## src/logic/gpu_pkg.sv

```systemverilog
package gpu_pkg;

        //////////////////////////////////////////////////
        // widths
        //////////////////////////////////////////////////
        localparam int WORD_W     = 32;
        localparam int ADDR_W     = 32;
        localparam int REG_IDX_W  = 3;

        // default depth of the copy FIFO, in words
        localparam int FIFO_DEPTH = 8;

        typedef logic [WORD_W-1:0]    word_t;
        typedef logic [ADDR_W-1:0]    addr_t;
        typedef logic [WORD_W-1:0]    len_t;
        typedef logic [REG_IDX_W-1:0] reg_idx_t;

        //////////////////////////////////////////////////
        // register map
        //////////////////////////////////////////////////
        localparam reg_idx_t REG_SRC    = 3'd0;
        localparam reg_idx_t REG_DST    = 3'd1;
        localparam reg_idx_t REG_LEN    = 3'd2;
        localparam reg_idx_t REG_CTRL   = 3'd3;
        localparam reg_idx_t REG_STATUS = 3'd4;

        localparam int CTRL_GO_BIT   = 0;
        localparam int STAT_BUSY_BIT = 0;
        localparam int STAT_DONE_BIT = 1;

        typedef enum logic [1:0] {
                MC_IDLE,
                MC_RUN,
                MC_FINISH
        } memcpy_state_e;

        //////////////////////////////////////////////////
        // port bundles
        //////////////////////////////////////////////////
        typedef struct packed {
                logic     req;
                logic     we;
                reg_idx_t idx;
                word_t    wdata;
        } host_req_t;

        typedef struct packed {
                logic  ack;
                word_t rdata;
        } host_rsp_t;

        typedef struct packed {
                addr_t src;
                addr_t dst;
                len_t  len;
        } copy_cfg_t;

        typedef struct packed {
                logic  req;
                addr_t addr;
        } mem_rd_req_t;

        typedef struct packed {
                logic  ack;
                word_t data;
        } mem_rd_rsp_t;

        typedef struct packed {
                logic  req;
                addr_t addr;
                word_t data;
        } mem_wr_req_t;

endpackage

```

## src/logic/gpu_regs.sv

```systemverilog
`timescale 1ns/10ps

module gpu_regs (
        input  logic                i_wire_clock,
        input  logic                i_arst_n,
        input  gpu_pkg::host_req_t  i_host,
        output gpu_pkg::host_rsp_t  o_host,
        output gpu_pkg::copy_cfg_t  o_cfg,
        output logic                o_start,
        input  logic                i_busy,
        input  logic                i_done
);

        gpu_pkg::host_rsp_t rsp_q;
        gpu_pkg::copy_cfg_t cfg_q;
        logic               start_q;
        logic               done_q;
        logic               access;
        logic               wr_access;
        logic               go_accept;
        gpu_pkg::word_t     status;
        gpu_pkg::word_t     rd_word;

        // a new access is a req not yet answered
        assign access    = i_host.req && !rsp_q.ack;
        assign wr_access = access && i_host.we;

        // go only counts while the sequencer is idle
        assign go_accept = wr_access && (i_host.idx == gpu_pkg::REG_CTRL) &&
                           i_host.wdata[gpu_pkg::CTRL_GO_BIT] && !i_busy;

        always_comb begin
                status = '0;
                status[gpu_pkg::STAT_BUSY_BIT] = i_busy;
                status[gpu_pkg::STAT_DONE_BIT] = done_q;
        end

        // read mux, ctrl and unmapped indices give zero
        always_comb begin
                case (i_host.idx)
                        gpu_pkg::REG_SRC:    rd_word = cfg_q.src;
                        gpu_pkg::REG_DST:    rd_word = cfg_q.dst;
                        gpu_pkg::REG_LEN:    rd_word = cfg_q.len;
                        gpu_pkg::REG_STATUS: rd_word = status;
                        default:             rd_word = '0;
                endcase
        end

        //////////////////////////////////////////////////
        // host handshake and register writes
        //////////////////////////////////////////////////
        always_ff @(posedge i_wire_clock or negedge i_arst_n) begin
                if (!i_arst_n) begin
                        rsp_q   <= '0;
                        cfg_q   <= '0;
                        start_q <= 1'b0;
                        done_q  <= 1'b0;
                end else begin
                        // ack follows req by one edge in both directions
                        rsp_q.ack <= i_host.req;
                        if (access && !i_host.we) begin
                                rsp_q.rdata <= rd_word;
                        end
                        if (wr_access) begin
                                case (i_host.idx)
                                        gpu_pkg::REG_SRC: cfg_q.src <= i_host.wdata;
                                        gpu_pkg::REG_DST: cfg_q.dst <= i_host.wdata;
                                        gpu_pkg::REG_LEN: cfg_q.len <= i_host.wdata;
                                        default: ;
                                endcase
                        end
                        start_q <= go_accept;
                        // sticky done, cleared by the next accepted go
                        if (go_accept) begin
                                done_q <= 1'b0;
                        end else if (i_done) begin
                                done_q <= 1'b1;
                        end
                end
        end

        assign o_host  = rsp_q;
        assign o_cfg   = cfg_q;
        assign o_start = start_q;

endmodule

```

## src/logic/gpu_memcpy.sv

```systemverilog
`timescale 1ns/10ps

module gpu_memcpy (
        input  logic                i_wire_clock,
        input  logic                i_arst_n,
        input  gpu_pkg::copy_cfg_t  i_cfg,
        input  logic                i_start,
        output logic                o_busy,
        output logic                o_done,
        output gpu_pkg::addr_t      o_rd_addr,
        output gpu_pkg::addr_t      o_wr_addr,
        output gpu_pkg::len_t       o_len,
        output logic                o_launch,
        output logic                o_flush,
        input  logic                i_rd_finished,
        input  logic                i_wr_finished
);

        gpu_pkg::memcpy_state_e state_q;
        gpu_pkg::copy_cfg_t     cfg_q;
        logic                   launch_q;
        logic                   rd_seen_q;
        logic                   wr_seen_q;
        logic                   rd_all;
        logic                   wr_all;
        logic                   take;

        assign take   = (state_q == gpu_pkg::MC_IDLE) && i_start;

        // a finished pulse counts on the cycle it arrives
        assign rd_all = rd_seen_q || i_rd_finished;
        assign wr_all = wr_seen_q || i_wr_finished;

        //////////////////////////////////////////////////
        // sequencer
        //////////////////////////////////////////////////
        always_ff @(posedge i_wire_clock or negedge i_arst_n) begin
                if (!i_arst_n) begin
                        state_q   <= gpu_pkg::MC_IDLE;
                        launch_q  <= 1'b0;
                        rd_seen_q <= 1'b0;
                        wr_seen_q <= 1'b0;
                end else begin
                        launch_q <= take;
                        case (state_q)
                                gpu_pkg::MC_IDLE: begin
                                        if (i_start) begin
                                                state_q   <= gpu_pkg::MC_RUN;
                                                rd_seen_q <= 1'b0;
                                                wr_seen_q <= 1'b0;
                                        end
                                end
                                gpu_pkg::MC_RUN: begin
                                        rd_seen_q <= rd_all;
                                        wr_seen_q <= wr_all;
                                        if (rd_all && wr_all) begin
                                                state_q <= gpu_pkg::MC_FINISH;
                                        end
                                end
                                default: state_q <= gpu_pkg::MC_IDLE;
                        endcase
                end
        end

        // copy settings held for the whole run
        always_ff @(posedge i_wire_clock) begin
                if (take) begin
                        cfg_q <= i_cfg;
                end
        end

        assign o_busy    = (state_q != gpu_pkg::MC_IDLE);
        assign o_done    = (state_q == gpu_pkg::MC_FINISH);
        assign o_launch  = launch_q;
        // empty the FIFO on the same edge the engines load
        assign o_flush   = launch_q;
        assign o_rd_addr = cfg_q.src;
        assign o_wr_addr = cfg_q.dst;
        assign o_len     = cfg_q.len;

endmodule

```

## src/logic/gpu_dma_reader.sv

```systemverilog
`timescale 1ns/10ps

module gpu_dma_reader (
        input  logic                  i_wire_clock,
        input  logic                  i_arst_n,
        input  gpu_pkg::addr_t        i_addr,
        input  gpu_pkg::len_t         i_len,
        input  logic                  i_launch,
        output logic                  o_finished,
        output gpu_pkg::mem_rd_req_t  o_mem_rd,
        input  gpu_pkg::mem_rd_rsp_t  i_mem_rd,
        input  logic                  i_fifo_full,
        output logic                  o_fifo_push,
        output gpu_pkg::word_t        o_fifo_data
);

        gpu_pkg::addr_t addr_q;
        gpu_pkg::len_t  remain_q;
        logic           active_q;
        logic           req_q;
        logic           idle_slot;

        // between words, no req out and the previous ack gone
        assign idle_slot  = active_q && !req_q && !i_mem_rd.ack;
        assign o_finished = idle_slot && (remain_q == '0);

        // returned word goes into the FIFO while ack is high
        assign o_fifo_push = req_q && i_mem_rd.ack;
        assign o_fifo_data = i_mem_rd.data;

        assign o_mem_rd = '{req: req_q, addr: addr_q};

        always_ff @(posedge i_wire_clock or negedge i_arst_n) begin
                if (!i_arst_n) begin
                        active_q <= 1'b0;
                        req_q    <= 1'b0;
                        addr_q   <= '0;
                        remain_q <= '0;
                end else if (i_launch) begin
                        active_q <= 1'b1;
                        addr_q   <= i_addr;
                        remain_q <= i_len;
                end else if (o_fifo_push) begin
                        req_q    <= 1'b0;
                        addr_q   <= addr_q + gpu_pkg::ADDR_W'(4);
                        remain_q <= remain_q - 1'b1;
                end else if (o_finished) begin
                        active_q <= 1'b0;
                end else if (idle_slot && !i_fifo_full) begin
                        // room for one more word, the only one in flight
                        req_q <= 1'b1;
                end
        end

endmodule

```

## src/logic/gpu_fifo.sv

```systemverilog
`timescale 1ns/10ps

module gpu_fifo #(
        parameter int DEPTH = gpu_pkg::FIFO_DEPTH
) (
        input  logic            i_wire_clock,
        input  logic            i_arst_n,
        input  logic            i_flush,
        input  logic            i_push,
        input  gpu_pkg::word_t  i_data,
        output logic            o_full,
        input  logic            i_pop,
        output gpu_pkg::word_t  o_data,
        output logic            o_empty
);

        localparam int PTR_W = $clog2(DEPTH);

        gpu_pkg::word_t   mem [DEPTH];
        logic [PTR_W-1:0] wr_ptr_q;
        logic [PTR_W-1:0] rd_ptr_q;
        logic [PTR_W:0]   count_q;
        logic             wr_en;
        logic             rd_en;

        assign o_full  = (count_q == DEPTH);
        assign o_empty = (count_q == '0);
        assign wr_en   = i_push && !o_full;
        assign rd_en   = i_pop && !o_empty;

        // head word always visible
        assign o_data  = mem[rd_ptr_q];

        always_ff @(posedge i_wire_clock or negedge i_arst_n) begin
                if (!i_arst_n) begin
                        wr_ptr_q <= '0;
                        rd_ptr_q <= '0;
                        count_q  <= '0;
                end else if (i_flush) begin
                        wr_ptr_q <= '0;
                        rd_ptr_q <= '0;
                        count_q  <= '0;
                end else begin
                        // pointers wrap on their own for power of two depths
                        if (wr_en) wr_ptr_q <= wr_ptr_q + 1'b1;
                        if (rd_en) rd_ptr_q <= rd_ptr_q + 1'b1;
                        count_q <= count_q + wr_en - rd_en;
                end
        end

        always_ff @(posedge i_wire_clock) begin
                if (wr_en) begin
                        mem[wr_ptr_q] <= i_data;
                end
        end

endmodule

```

## src/logic/gpu_dma_writer.sv

```systemverilog
`timescale 1ns/10ps

module gpu_dma_writer (
        input  logic                  i_wire_clock,
        input  logic                  i_arst_n,
        input  gpu_pkg::addr_t        i_addr,
        input  gpu_pkg::len_t         i_len,
        input  logic                  i_launch,
        output logic                  o_finished,
        input  logic                  i_fifo_empty,
        input  gpu_pkg::word_t        i_fifo_data,
        output logic                  o_fifo_pop,
        output gpu_pkg::mem_wr_req_t  o_mem_wr,
        input  logic                  i_mem_wr_ack
);

        gpu_pkg::addr_t addr_q;
        gpu_pkg::len_t  remain_q;
        gpu_pkg::word_t data_q;
        logic           active_q;
        logic           req_q;
        logic           idle_slot;
        logic           accepted;

        assign idle_slot  = active_q && !req_q && !i_mem_wr_ack;
        assign o_finished = idle_slot && (remain_q == '0);
        assign o_fifo_pop = idle_slot && (remain_q != '0) && !i_fifo_empty;
        assign accepted   = req_q && i_mem_wr_ack;

        assign o_mem_wr = '{req: req_q, addr: addr_q, data: data_q};

        always_ff @(posedge i_wire_clock or negedge i_arst_n) begin
                if (!i_arst_n) begin
                        active_q <= 1'b0;
                        req_q    <= 1'b0;
                        addr_q   <= '0;
                        remain_q <= '0;
                end else if (i_launch) begin
                        active_q <= 1'b1;
                        addr_q   <= i_addr;
                        remain_q <= i_len;
                end else if (accepted) begin
                        // step only once the word has landed
                        req_q    <= 1'b0;
                        addr_q   <= addr_q + gpu_pkg::ADDR_W'(4);
                        remain_q <= remain_q - 1'b1;
                end else if (o_finished) begin
                        active_q <= 1'b0;
                end else if (o_fifo_pop) begin
                        req_q <= 1'b1;
                end
        end

        // popped word held on the port until ack
        always_ff @(posedge i_wire_clock) begin
                if (o_fifo_pop) begin
                        data_q <= i_fifo_data;
                end
        end

endmodule

```

## src/logic/gpu_top.sv

```systemverilog
`timescale 1ns/10ps

module gpu_top (
        input  logic                  i_wire_clock,
        input  logic                  i_arst_n,
        input  gpu_pkg::host_req_t    i_host,
        output gpu_pkg::host_rsp_t    o_host,
        output gpu_pkg::mem_rd_req_t  o_mem_rd,
        input  gpu_pkg::mem_rd_rsp_t  i_mem_rd,
        output gpu_pkg::mem_wr_req_t  o_mem_wr,
        input  logic                  i_mem_wr_ack
);

        gpu_pkg::copy_cfg_t cfg;
        logic               start;
        logic               busy;
        logic               done;
        gpu_pkg::addr_t     rd_addr;
        gpu_pkg::addr_t     wr_addr;
        gpu_pkg::len_t      len;
        logic               launch;
        logic               flush;
        logic               rd_finished;
        logic               wr_finished;
        logic               fifo_push;
        logic               fifo_full;
        logic               fifo_pop;
        logic               fifo_empty;
        gpu_pkg::word_t     fifo_wdata;
        gpu_pkg::word_t     fifo_rdata;

        //////////////////////////////////////////////////
        // control
        //////////////////////////////////////////////////
        gpu_regs u_regs (
                .i_wire_clock (i_wire_clock),
                .i_arst_n     (i_arst_n),
                .i_host       (i_host),
                .o_host       (o_host),
                .o_cfg        (cfg),
                .o_start      (start),
                .i_busy       (busy),
                .i_done       (done)
        );

        gpu_memcpy u_memcpy (
                .i_wire_clock  (i_wire_clock),
                .i_arst_n      (i_arst_n),
                .i_cfg         (cfg),
                .i_start       (start),
                .o_busy        (busy),
                .o_done        (done),
                .o_rd_addr     (rd_addr),
                .o_wr_addr     (wr_addr),
                .o_len         (len),
                .o_launch      (launch),
                .o_flush       (flush),
                .i_rd_finished (rd_finished),
                .i_wr_finished (wr_finished)
        );

        //////////////////////////////////////////////////
        // data path, reader to FIFO to writer
        //////////////////////////////////////////////////
        gpu_dma_reader u_reader (
                .i_wire_clock (i_wire_clock),
                .i_arst_n     (i_arst_n),
                .i_addr       (rd_addr),
                .i_len        (len),
                .i_launch     (launch),
                .o_finished   (rd_finished),
                .o_mem_rd     (o_mem_rd),
                .i_mem_rd     (i_mem_rd),
                .i_fifo_full  (fifo_full),
                .o_fifo_push  (fifo_push),
                .o_fifo_data  (fifo_wdata)
        );

        gpu_fifo u_fifo (
                .i_wire_clock (i_wire_clock),
                .i_arst_n     (i_arst_n),
                .i_flush      (flush),
                .i_push       (fifo_push),
                .i_data       (fifo_wdata),
                .o_full       (fifo_full),
                .i_pop        (fifo_pop),
                .o_data       (fifo_rdata),
                .o_empty      (fifo_empty)
        );

        gpu_dma_writer u_writer (
                .i_wire_clock (i_wire_clock),
                .i_arst_n     (i_arst_n),
                .i_addr       (wr_addr),
                .i_len        (len),
                .i_launch     (launch),
                .o_finished   (wr_finished),
                .i_fifo_empty (fifo_empty),
                .i_fifo_data  (fifo_rdata),
                .o_fifo_pop   (fifo_pop),
                .o_mem_wr     (o_mem_wr),
                .i_mem_wr_ack (i_mem_wr_ack)
        );

endmodule

```

## config.mk

```make
export PLATFORM = sky130hd
export DESIGN_NAME = gpu_top
export DESIGN_NICKNAME = d
export VERILOG_FILES = /design/src/logic/gpu_pkg.sv /design/src/logic/gpu_regs.sv /design/src/logic/gpu_memcpy.sv /design/src/logic/gpu_dma_reader.sv /design/src/logic/gpu_fifo.sv /design/src/logic/gpu_dma_writer.sv /design/src/logic/gpu_top.sv
export SDC_FILE = /design/constraint.sdc
export NUM_CORES = 1
export LEC_CHECK = 0
export BUFFER_PORTS_ARGS = -buffer_cell sky130_fd_sc_hd__buf_4
export CORE_ASPECT_RATIO = 1.5
export CORE_UTILIZATION = 60
export DETAILED_ROUTE_END_ITERATION = 7
export MAX_ROUTING_LAYER = met4
export PLACE_DENSITY = 0.82
export SYNTH_ARGS = -nofsm -noshare
export SYNTH_HDL_FRONTEND = slang
export SYNTH_SLANG_ARGS = --single-unit
```

## constraint.sdc

```tcl
create_clock -name i_wire_clock -period 4.83 [get_ports i_wire_clock]
set_input_delay 0.2415 -clock i_wire_clock [delete_from_list [all_inputs] [get_ports i_wire_clock]]
set_output_delay 0.2415 -clock i_wire_clock [all_outputs]
set_load 0.02 [all_outputs]
```

; Word-level counts from Yosys, hierarchy flattened
; Memory sizes are Yosys's and may differ from the RTL's. A register that Yosys moved wholly into a read port is not among the register bits.
; Cells that the tools add are included.
; Widths: inputs -> output; s select.
[totals]
mem_bits_ro = 0
ram_bits = 256
ff_bits = 374
mem_count = 1
latchBits = 0
elab_cells = 142
[op_classes]
n_reduce_logical = 58
div_mod_pow = 0
shifts = 0
n_mul = 0
n_mux = 36
n_bitwise = 1
eq_ne = 13
n_addsub = 8
magnitude_cmp = 0
[mem_list]
columns = memory, words, width, rd, rd_clocked_by_memory_dff, write_ports, line
row1 = u_fifo.mem, 8, 32, 1, 1, 1, gpu_fifo.sv:19  ; gpu_pkg::word_t mem [DEPTH];
[op_table]
columns = op, count
row1 = $mux 32, 8
row2 = $pmux 32 s4, 1
row3 = $add 32x3->32 const B, 2
row4 = $logic_not 32->1, 2
row5 = $sub 32x1->32 const B, 2
row6 = $reduce_bool 32->1, 1
row7 = $reduce_bool 2->1, 11
row8 = $logic_and 1x1->1, 21
row9 = $mux 1, 17
row10 = $reduce_and 2->1, 7
row11 = $mux 3, 4
row12 = $logic_not 1->1, 9
row13 = $add 3x1->3 const B, 2
row14 = $eq 3x2->1 const B, 2
row15 = $ne 2x1->1 const B, 3
row16 = $ne 2x2->1 const B, 3
row17 = $reduce_and 3->1, 2
row18 = $add 4x1->4, 1
row19 = $eq 4x4->1 const B, 1
row20 = $logic_not 4->1, 1
row21 = $mux 2, 2
row22 = $mux 4, 1
row23 = $pmux 1 s2, 2
row24 = $pmux 2 s2, 1
row25 = other kinds (9), 10

; Depth between registers and ports, before layout
; Gate-level depths: netlist of the first run.
[logic_depth]
ltp_word = 8
depth_mapped = 13

; Modules after synthesis
; Synthesis of the first run repeated with hierarchy kept, for this count alone.
[hier_totals]
hier_cells = 1872
hier_area_um2 = 27801.7
[by_module_without_submodules]
columns = mod, area_each_um2, instances, seq_area_each_um2, cells_per_inst
row1 = gpu_fifo, 10382.5, 1, 7937.6, 443
row2 = gpu_regs, 5596.6, 1, 3278.1, 403
row3 = gpu_dma_writer, 4845.9, 1, 2612.5, 467
row4 = gpu_dma_reader, 3873.7, 1, 1651.6, 441
row5 = gpu_memcpy, 3103.0, 1, 3007.9, 118

; Worst setup path before layout of the first run
; Ideal clock, no wire load.
[synth_timing]
path_type = flip-flop to flip-flop
startpoint = register u_reader.req_q
endpoint = memory u_fifo.mem[0][0] (netlist bit), enable pin
synth_period_minus_slack_ps = 3859
slack_ps = 971
setup_ps = 461
n_path_buf = 1
t_arrival_ps = 3398
path_stages_with_launch = 6
cell_sequence = dfrtp_1 -> clkbuf_1 -> nand2_1 -> a21oi_1 -> nand2b_1 -> nor3_1
[synth_via]
elab_chain_len = 4
[synth_rtl]
columns = element, line
row1 = start: declaration, gpu_dma_reader.sv:20  ; logic req_q;
row2 = start signal: assignment, gpu_dma_reader.sv:36  ; req_q <= 1'b0;
row3 = start signal: assignment, gpu_dma_reader.sv:44  ; req_q <= 1'b0;
row4 = start signal: assignment, gpu_dma_reader.sv:51  ; req_q <= 1'b1;
row5 = $logic_and 1x1->1, gpu_dma_reader.sv:28  ; assign o_fifo_push = req_q && i_mem_rd.ack;
row6 = $logic_and 1x1->1, gpu_fifo.sv:28  ; assign wr_en = i_push && !o_full;
row7 = $mux 1, gpu_fifo.sv:52  ; if (wr_en) begin
row8 = $mux 1 (implied by the code), gpu_fifo.sv:53  ; mem[wr_ptr_q] <= i_data;
row9 = end: declaration, gpu_fifo.sv:19
; No other way between the ends.

; Worst setup path in the final report of the first run
[layout_timing]
startpoint = register u_writer.remain_q[10]
endpoint = register u_fifo.count_q[2]
[layout_via]
elab_chain_len = 6
[layout_rtl]
columns = element, line
row1 = start: declaration, gpu_dma_writer.sv:18  ; gpu_pkg::len_t remain_q;
row2 = start signal: assignment, gpu_dma_writer.sv:41  ; remain_q <= i_len;
row3 = start signal: assignment, gpu_dma_writer.sv:46  ; remain_q <= remain_q - 1'b1;
row4 = $reduce_bool 32->1, gpu_dma_writer.sv:27  ; assign o_fifo_pop = idle_slot && (remain_q != '0) && !i_fifo_empty;
row5 = $logic_and 1x1->1 (2 in series), gpu_dma_writer.sv:27
row6 = $logic_and 1x1->1, gpu_fifo.sv:29  ; assign rd_en = i_pop && !o_empty;
row7 = $sub 4x1->4, gpu_fifo.sv:47  ; count_q <= count_q + wr_en - rd_en;
row8 = $mux 4, gpu_fifo.sv:39  ; end else if (i_flush) begin
row9 = end signal: assignment, gpu_fifo.sv:47
row10 = end: declaration, gpu_fifo.sv:22  ; logic [PTR_W:0] count_q;
; No other way between the ends.
; A chain may end at the register's enable or synchronous reset.

==> results of run 1 <==
==> critical path, delay by kind of cell, from the launching register on <==
family,cells,cell delay (ns)
flops,1,0.40
fa+ha+maj,3,0.88
simple gates,5,1.82
buf+inv,1,0.04
xor+xnor,1,0.16
==> layer usage <==
| metal | wire length, um | share of wire [%] | track usage, % | vias up |
|---|---|---|---|---|
| met1 | 22000 | 37 | 30.8 | 8129 |
| met2 | 31600 | 53 | 47.4 | 524 |
| met3 | 3520 | 5.9 | 4.38 | 121 |
| li1 | - | - | - | 7070 |
| met5 | 0 | 0 | - | - |
| met4 | 2170 | 3.7 | 11.3 | 0 |
==> placed cells by master, fill, tap and decap left out, drive strengths merged, types with 10 or more instances in the layout <==
master	netlist	layout
nor2	59	59
or2	10	10
dlygate4sd3	0	67
dfrtp	278	278
xor2	38	38
o21ai	96	96
mux2i	36	36
inv	23	26
mux2	174	174
nand3	28	28
or3	12	12
a22o	30	30
a21oi	19	19
nor3	41	41
mux4	64	64
nand2b	14	14
nor4	36	36
clkinv	1	15
ha	14	14
nand2	128	128
buf	30	226
clkbuf	60	80
edfxtp	384	384
xnor2	78	78
or4	11	11
nand4	18	18
==> flip-flops by register name, summed over array words and instances, names as in the netlist, 3 cells and up <==
name	count
u_fifo.count_q	4
u_regs.o_host	33
u_memcpy.o_len	32
u_memcpy.o_wr_addr	32
u_writer.data_q	32
u_fifo.rd_ptr_q	3
u_writer.remain_q	32
u_regs.o_cfg	96
u_reader.addr_q	32
u_writer.addr_q	32
u_reader.remain_q	32
u_memcpy.o_rd_addr	32
u_fifo.wr_ptr_q	3
u_fifo.mem	256
==> repair_timing <==
action                                 4_1_cts  5_1_grt
setup buffers                                0        0
hold buffers                                67        0
setup endpoints to repair                    0        0
endpoints found under the hold margin      436        0
==> cell families (layout without fill, tap and decap cells) <==
family          count (synthesis)  count (layout)
fa+ha+maj                      15              15
xor+xnor                      116             116
mux                           274             274
compound gates                176             176
buf+inv                       114             420
simple gates                  394             394
flops                         662             662
==> cell type report <==
cell class / count / area [um^2] / share of cell area [%]
Multi-Input combinational cell: 975 / 8130 / 25.7
Clock inverter: 23 / 272 / 0.856
Timing Repair Buffer: 293 / 2390 / 7.53
Clock buffer: 80 / 1600 / 5.06
Inverter: 24 / 90.1 / 0.284
Sequential cell: 662 / 18500 / 58.3
Tap cell: 576 / 721 / 2.27
==> worst min path at each step <==
| stage | to | slack, ns | cells past startpoint |
|---|---|---|---|
| 2_1_floorplan | u_fifo.count_q[0] | -0.05 | 0 |
| 3_3_place_gp | u_writer.addr_q[10] | 0.30 | 1 |
| 3_5_place_dp | u_writer.addr_q[14] | 0.30 | 1 |
| 4_1_cts | u_regs.o_host[1] | 0.01 | 3 |
| 5_1_grt | u_regs.o_host[1] | 0.05 | 3 |
| 6_report | u_regs.o_host[1] | 0.04 | 3 |
==> metrics by stage <==
| stage | utilization (%) | hold slack (ns) | std cells | setup slack, ns | power, mW |
|---|---|---|---|---|---|
| after floorplan | - | -0.0541 | 1751 | 0.971 | 10.1 |
| after global placement | 66.1 | 0.299 | 2463 | 1.45 | 11.2 |
| after detailed placement | 66.1 | 0.302 | 2463 | 1.37 | 11.4 |
| after CTS | 71.9 | 0.0120 | 2633 | 1.37 | 16.0 |
| after global routing | 71.9 | 0.0473 | 2633 | 1.19 | 16.5 |
| final | 71.9 | 0.0443 | 2633 | 1.36 | 15.9 |
==> report_power, final <==
group | internal, mW | switching, mW | total (mW)
Sequential | 6.93 | 0.857 | 7.79
Clock | 2.59 | 1.98 | 4.57
Combinational | 1.83 | 1.70 | 3.53
Total | 11.3 | 4.54 | 15.9
==> impl_metrics.toml, run 1 <==
[status]
status = "completed"

[yosys]
synth.area.mux_share_pct = 13.9
synth_warnings = 0
ys_top_cells_by_area = "edfxtp_1, dfrtp_1, mux2_2, mux4_2, xnor2_1"
async_flop_share_pct = 42.0
yosys.area_share.adder_pct = 0.722
synthDistinctLibCells = 57
synthesis.nets = 1839
synthCells = 1751
synth_top_area_share_pct = 42.7
synthSimpleGateAreaFrac_pct = 7.49
yosysSeqAreaShare_pct = 68.4
postSynthRegisterBits = 662
synth-edff-count = 384
post_synth.cell_area_avg_um2 = 15.4
synth-main-ff-cell = "edfxtp_1"
synth_xor_area_share_pct = 3.76
synth.largest_area_cell = "edfxtp_1"
synth_top_family_by_area = "multiplexers"
yosysMostFrequentCell = "edfxtp_1"
synth_compound_area_share_pct = 4.01
synth_common_cells = "edfxtp_1, dfrtp_1, mux2_2"
synth.cell_area_mm2 = 0.0270

[die]
start_util_pct = 61.3
rows = 94
fp.dieArea_mm2 = 0.0459
die_h_um = 262
pin_count = 204
die_x_um = 175
core_area_mm2 = 0.0441

[pwr]
p_leak_nw = 12.1
power_density_mw_per_mm2 = 501
ir_drop_mv = 0.396

[place]
port_buffers = 203
routabilityCongestion = 0.886
place_area_mm2 = 0.0292
hpwl_mm = 37.5

[routing]
wl_per_cell_um = 22.5
routed_wl_mm = 59.3
antenna_left = 0
drt_iter0_markers = 1098
drc = 0
dr_total_vias = 15844
detail_route.vias_per_cell = 6.02
drtPass1Iterations = 5

[setup_path]
r2r-start = "u_writer.remain_q[10]"
worst-setup-path-type = "reg2reg"
start_kind = "flop"
r2r-end = "u_fifo.count_q[2]"
crit_path_start = "u_writer.remain_q[10]"
critPathSlowestCell = "or4_1"
worst_ep_arrival_time_ns = 3.90
cp-end-kind = "flop"
crit_end = "u_fifo.count_q[2]"
reg2reg_slack_ns = 1.36
path_cells = "or4_1 > or4_1 > nor4_4 > nor2_2 > ha_1 > inv_1 > ha_1 > fa_1 > xnor2_1 > nor2_1"
path_max_fanout = 5
critPathMaxStageDelay_ns = 0.63
required_ns = 5.26
r2r_cells = 10

[finish]
n_fill_cell = 2688
drive_gt1_share_pct = 28.3
final_area_mm2 = 0.0317
synthToLayoutAreaGrowth_pct = 17.3
n_antenna_cell = 0
final_nets = 2100

[clocking]
cts-buffers-inserted = 56
clk-insertion-delay-late_ns = 0.59
cts_root_buf = "clkbuf_16"
cts.sinks = 662
cts_tree = "built"
cts_buffer_depth = 3
htree_levels = 2
cts.repair.resized = 0
clkTransAtPathRegs_ns = 0.06

[timing]
fin_setup_tns_ns = 0
period_share_pct = 71.9
tightest_slew_ns = 1.20
max_slew_margin_pct = 19.6
finalClockSkew_ns = 0.0186
period_minus_slack_ns = 3.47
hold_viol_final = 0
final_max_slew_viol_count = 0
max_freq_ghz = 0.288
setup_viol_count_final = 0
rsz0062_at_grt = "no"

[grt]
first_global_vias = 16642
grt_pass1_wl_mm = 91.3
antenna_found_initial = 0
grt_max_degree = 106
globalRouteTotalUtil_pct = 27.0
overflow = 0

[flow_run]
drv_cap = 0

[worst_hold_path]
hold_class = "in2reg"
hp-start = "i_host[34]"
Power figures use the tool's default switching activity.
==> inputs of run 2 (changes only) <==
- ABC_AREA: not set -> 1
- PLACE_DENSITY: 0.82 -> 0.81
- clock period: 4.83 -> 3.5 ns (I/O delays scaled with it)
==> impl_metrics.toml, run 2 <==
[clocking]
htree_levels = 2
cts_buffer_depth = 3
cts-buffers-inserted = 59
clkTransAtPathRegs_ns = 0.07
cts.sinks = 662
cts_root_buf = "clkbuf_16"
cts_tree = "built"
clk-insertion-delay-late_ns = 0.63

[grt]
antenna_found_initial = 1
grt.met2_usage_pct = 61.0
grt_pass1_wl_mm = 131
first_global_vias = 23161
grt_use_met1_pct = 40.2
globalRouteTotalUtil_pct = 36.1
grt_max_degree = 129
overflow = 0
grt_util_met3_pct = 5.16
busiest_layer = "met2"

[place]
hpwl_mm = 57.1
routabilityCongestion = 1.06
pre_cts_slack_ns = 0.834
port_buffers = 203

[die]
core_area_mm2 = 0.0478
pin_count = 204
rows = 98
die_x_um = 182
start_util_pct = 61.0
fp.dieArea_mm2 = 0.0495
die_h_um = 272

[finish]
drive_gt1_share_pct = 11.3
synthToLayoutAreaGrowth_pct = 16.7
regMostFlops = "u_fifo.mem"
final_common_cell = "nand2_1"
n_fill_cell = 3345
final_cell_mix = "nand2_1, nor2_1, edfxtp_1"
final_nets = 3346
largest_reg_flops = 256

[status]
status = "completed"

[setup_path]
r2r-start = "u_writer.remain_q[14]"
reg2reg_slack_ns = 0.77
cp_top_family = "simple AND/OR/NAND/NOR gates"
start_kind = "flop"
crit_path_start = "u_writer.remain_q[14]"
r2r-end = "u_fifo.count_q[2]"
critical_path_depth = 14
worst_ep_arrival_time_ns = 3.21
path_max_fanout = 5
critPathMaxStageDelay_ns = 0.42
crit_end = "u_fifo.count_q[2]"
required_ns = 3.98
critPathSlowestCell = "dfrtp_1"
worst-setup-path-type = "reg2reg"
r2r_cells = 14
critPathBufInv = 3
crit_path_frequent_cell = "nand2_1"
path_cells = "nor2_1 > nand2_1 > nor2_1 > nand2_1 > inv_1 > nand2_1 > nand2_1 > inv_1 > ha_1 > inv_1 > ha_1 > fa_1 > xnor2_1 > nor2_1"
cp-end-kind = "flop"

[yosys]
synthesis.nets = 3097
async_flop_share_pct = 42.0
synthDistinctLibCells = 37
synth-edff-count = 384
postSynthRegisterBits = 662
synthCells = 3009
synth_top_area_share_pct = 39.5
synth_warnings = 0
synth.largest_area_cell = "edfxtp_1"
yosysSeqAreaShare_pct = 63.3
synth_common_cells = "nand2_1, nor2_1, edfxtp_1"
ys_top_cells_by_area = "edfxtp_1, dfrtp_1, nand2_1, nor2_1, o21ai_0"
yosysMostFrequentCell = "nand2_1"
synth-main-ff-cell = "edfxtp_1"
post_synth.cell_area_avg_um2 = 9.70
synth.cell_area_mm2 = 0.0292

[pwr]
total_power_mw = 25.6
p_leak_nw = 14.1
power_density_mw_per_mm2 = 753
ir_drop_mv = 0.665

[timing]
finalClockSkew_ns = 0.0400
period_minus_slack_ns = 2.73
period_share_pct = 78.1
holdWs_ns = 0.123
rsz0062_at_grt = "no"
setup_viol_count_final = 0
layout_setup_ws_ns = 0.767
hold_viol_final = 0
tightest_slew_ns = 0.991
max_freq_ghz = 0.366
max_slew_margin_pct = 33.7
fin_setup_tns_ns = 0
final_max_slew_viol_count = 0

[routing]
drt_iter0_markers = 2274
detail_route.vias_per_cell = 5.87
drtPass1Iterations = 6
dr_total_vias = 22927
routed_wl_mm = 85.4
drc = 0
wl_per_cell_um = 21.9
antenna_left = 0

[worst_hold_path]
hold_class = "in2reg"
hold_path_depth = 5

[flow_run]
drv_cap = 0
==> run 2: worst reg2reg max path: stages (launching register included) <==
cell     delay [ns]
dfrtp_1        0.42
nor2_1         0.23
nand2_1        0.11
nor2_1         0.19
nand2_1        0.10
inv_1          0.06
nand2_1        0.08
nand2_1        0.16
inv_1          0.08
ha_1           0.28
inv_1          0.04
ha_1           0.22
fa_1           0.39
xnor2_1        0.19
nor2_1         0.06
==> run 2: per-stage QoR <==
step	utilization, %	instances	area (um^2)
floorplan	-	3009	29200
global placement	65.6	3727	31400
detailed placement	65.6	3727	31400
CTS	71.2	3908	34100
global route	71.2	3909	34100
finish	71.2	3909	34100
==> run 2: logic make-up after synthesis <==
logic type                 count (synthesis)  share of synthesized area (%)
DFF                                      662                           63.3
AOI/OAI and AO/OA                        399                           8.39
adders and majority gates                 15                          0.669
buffers and inverters                    408                           5.56
and+or+nand+nor                         1452                           19.7
muxes                                     15                          0.579
xor gates and xnor gates                  58                           1.74
==> run 2: worst min path at each step <==
stage / from / endpoint / slack [ns]
finish: i_mem_wr_ack / u_memcpy.state_q[1] / 0.12
global placement: i_arst_n / u_reader.addr_q[24] / 0.21
floorplan: i_arst_n / u_fifo.count_q[0] / -0.12
detailed placement: i_arst_n / u_reader.addr_q[24] / 0.22
CTS: i_mem_wr_ack / u_memcpy.state_q[1] / 0.10
global route: i_mem_wr_ack / u_memcpy.state_q[1] / 0.15
==> run 2: area by class of cell <==
type / instances / area [um^2] / area share [%]
Sequential cell: 662 / 18500 / 54.3
Multi-Input combinational cell: 1939 / 9170 / 26.9
Timing Repair Buffer: 307 / 2590 / 7.60
Clock buffer: 71 / 1600 / 4.71
Inverter: 289 / 1090 / 3.19
Tap cell: 600 / 751 / 2.20
Clock inverter: 40 / 363 / 1.07
Antenna cell: 1 / 2.50 / 0.00735
==> run 2: repair_timing <==
| item | 4_1_cts | 5_1_grt |
|---|---|---|
| buffers inserted | 0 | 0 |
| endpoints found under the setup margin | 0 | 0 |
| resized for setup | 0 | 0 |
| hold endpoints to repair | 432 | 0 |
| hold buffers | 70 | 0 |
==> run 2: metal layers <==
layer  vias to the layer above  share of wire, %
met5                         -                 0
met4                         0               6.9
met3                       279               7.0
met2                      1125                51
met1                     11075                35
li1                      10448                 -
==> run 2: report_power, final <==
group | total, mW | leakage (nW) | switching, mW | internal (mW)
Clock | 6.62 | 0.943 | 2.97 | 3.65
Combinational | 7.81 | 6.30 | 5.12 | 2.69
Sequential | 11.2 | 6.89 | 1.38 | 9.82
==> inputs of run 3 (changes only) <==
- clock period: 3.5 -> 2.6 ns (I/O delays scaled with it)
==> impl_metrics.toml, run 3 (synthesized netlist as in run 2, its figures left out) <==
[finish]
final_nets = 3376
regMostFlops = "u_fifo.mem"
multiInputGateArea_mm2 = 0.00918
largest_reg_flops = 256
final_area_mm2 = 0.0344
regArea_mm2 = 0.0185
n_fill_cell = 3239
final_cell_mix = "nand2_1, nor2_1, edfxtp_1"
synthToLayoutAreaGrowth_pct = 17.8
final_common_cell = "nand2_1"
drive_gt1_share_pct = 12.3
fin_util_pct = 71.9

[timing]
period_share_pct = 94.4
final_max_slew_viol_count = 0
tightest_slew_ns = 0.697
max_slew_margin_pct = 53.5
holdWs_ns = 0.0245
finalClockSkew_ns = 0.0195
max_freq_ghz = 0.407
setup_viol_count_final = 0
period_minus_slack_ns = 2.46
hold_viol_final = 0

[routing]
antenna_left = 0
drtPass1Iterations = 8
drc = 0
wl_per_cell_um = 21.7
detail_route.vias_per_cell = 5.91
drt_iter0_markers = 2406
dr_total_vias = 23255
routed_wl_mm = 85.3

[flow_run]
drv_cap = 0

[setup_path]
worst-setup-path-type = "reg2reg"
required_ns = 3.16
cp-end-kind = "flop"
path_max_fanout = 3
start_kind = "flop"
worst_ep_arrival_time_ns = 3.02

[clocking]
clk-insertion-delay-late_ns = 0.64
cts_tree = "built"
htree_levels = 2
clkTransAtPathRegs_ns = 0.07
cts.sinks = 662
cts_root_buf = "clkbuf_16"
cts_buffer_depth = 3
cts-buffers-inserted = 58

[pwr]
power_density_mw_per_mm2 = 1010
ir_drop_mv = 1.02
p_leak_nw = 14.3

[worst_hold_path]
hold_class = "in2async"

[grt]
grt_max_degree = 132
grt_pass1_wl_mm = 131
first_global_vias = 23217
globalRouteTotalUtil_pct = 36.0
antenna_found_initial = 0
overflow = 0

[die]
die_h_um = 272
die_x_um = 182
fp.dieArea_mm2 = 0.0495
core_area_mm2 = 0.0478
start_util_pct = 61.0
pin_count = 204
rows = 98

[place]
routabilityCongestion = 1.00
hpwl_mm = 57.5
place_area_mm2 = 0.0317
port_buffers = 203

[status]
status = "completed"
## run 3: where the power goes
group	internal (mW)	switching, mW
registers	13.2	1.70
logic	3.92	7.15
clock network	4.81	4.04
## run 3: cell type report
cell class / count / area share (%)
antenna: 2 / 0.0146
clock buffer: 69 / 4.40
clock inverter: 36 / 1.19
inverter: 289 / 3.17
multi-input combinational: 1939 / 26.7
sequential: 662 / 53.8
tap: 600 / 2.18
timing repair buffer: 338 / 8.57
## run 3: final timing paths
path                                       from                     end  slack [ns]  depth (start not counted)
setup / recovery           u_writer.remain_q[1]       u_fifo.count_q[1]        0.14                         15
hold / removal                         i_arst_n     u_reader.addr_q[27]        0.02                          2
setup reg to reg           u_writer.remain_q[1]       u_fifo.count_q[1]        0.14                         15
hold reg to reg                u_regs.o_cfg[90]  u_memcpy.o_rd_addr[26]        0.45                          0
max in group asynchronous              i_arst_n      u_memcpy.rd_seen_q        1.73                          3
min in group i_wire_clock          i_mem_wr_ack     u_memcpy.state_q[1]        0.02                          5
## run 3: what timing repair did
item / 4_1_cts / 5_1_grt
buffers inserted: 0 / 1
hold buffers: 71 / 0
endpoints found under the hold margin: 639 / 0
endpoints found under the setup margin: 0 / 2
resized for setup: 0 / 7
## run 3: per-layer routing
metal	part of all wire [%]	GRT usage, %	vias to the layer above
li1	-	-	10495
met1	34	40.2	11131
met2	50	59.0	1273
met3	7.5	5.40	356
met4	8.3	26.2	0
met5	0	-	-
## run 3: per-stage QoR
step	power, mW	instances	setup WS, ns	TNS [ns]
2_1_floorplan	21.5	3009	-0.148	-37.58
3_3_place_gp	25.3	3756	0.110	0
3_5_place_dp	25.7	3756	0.0936	0
4_1_cts	34.7	3932	0.0679	0
5_1_grt	36.5	3933	-0.0295	-0.0295
6_report	34.8	3935	0.145	0
## run 3: worst max-delay path, cell delays in order, from the launching register on
cell and delay, ns:
dfrtp_1 0.40, inv_2 0.08, ha_2 0.18, nand2_1 0.05, nor2_1 0.09, nand2_1 0.06
nor2_1 0.11, nand2_2 0.11, nand2_1 0.09, inv_1 0.06, ha_1 0.26, inv_1 0.04
ha_1 0.21, fa_2 0.52, inv_1 0.04, nor2_1 0.07
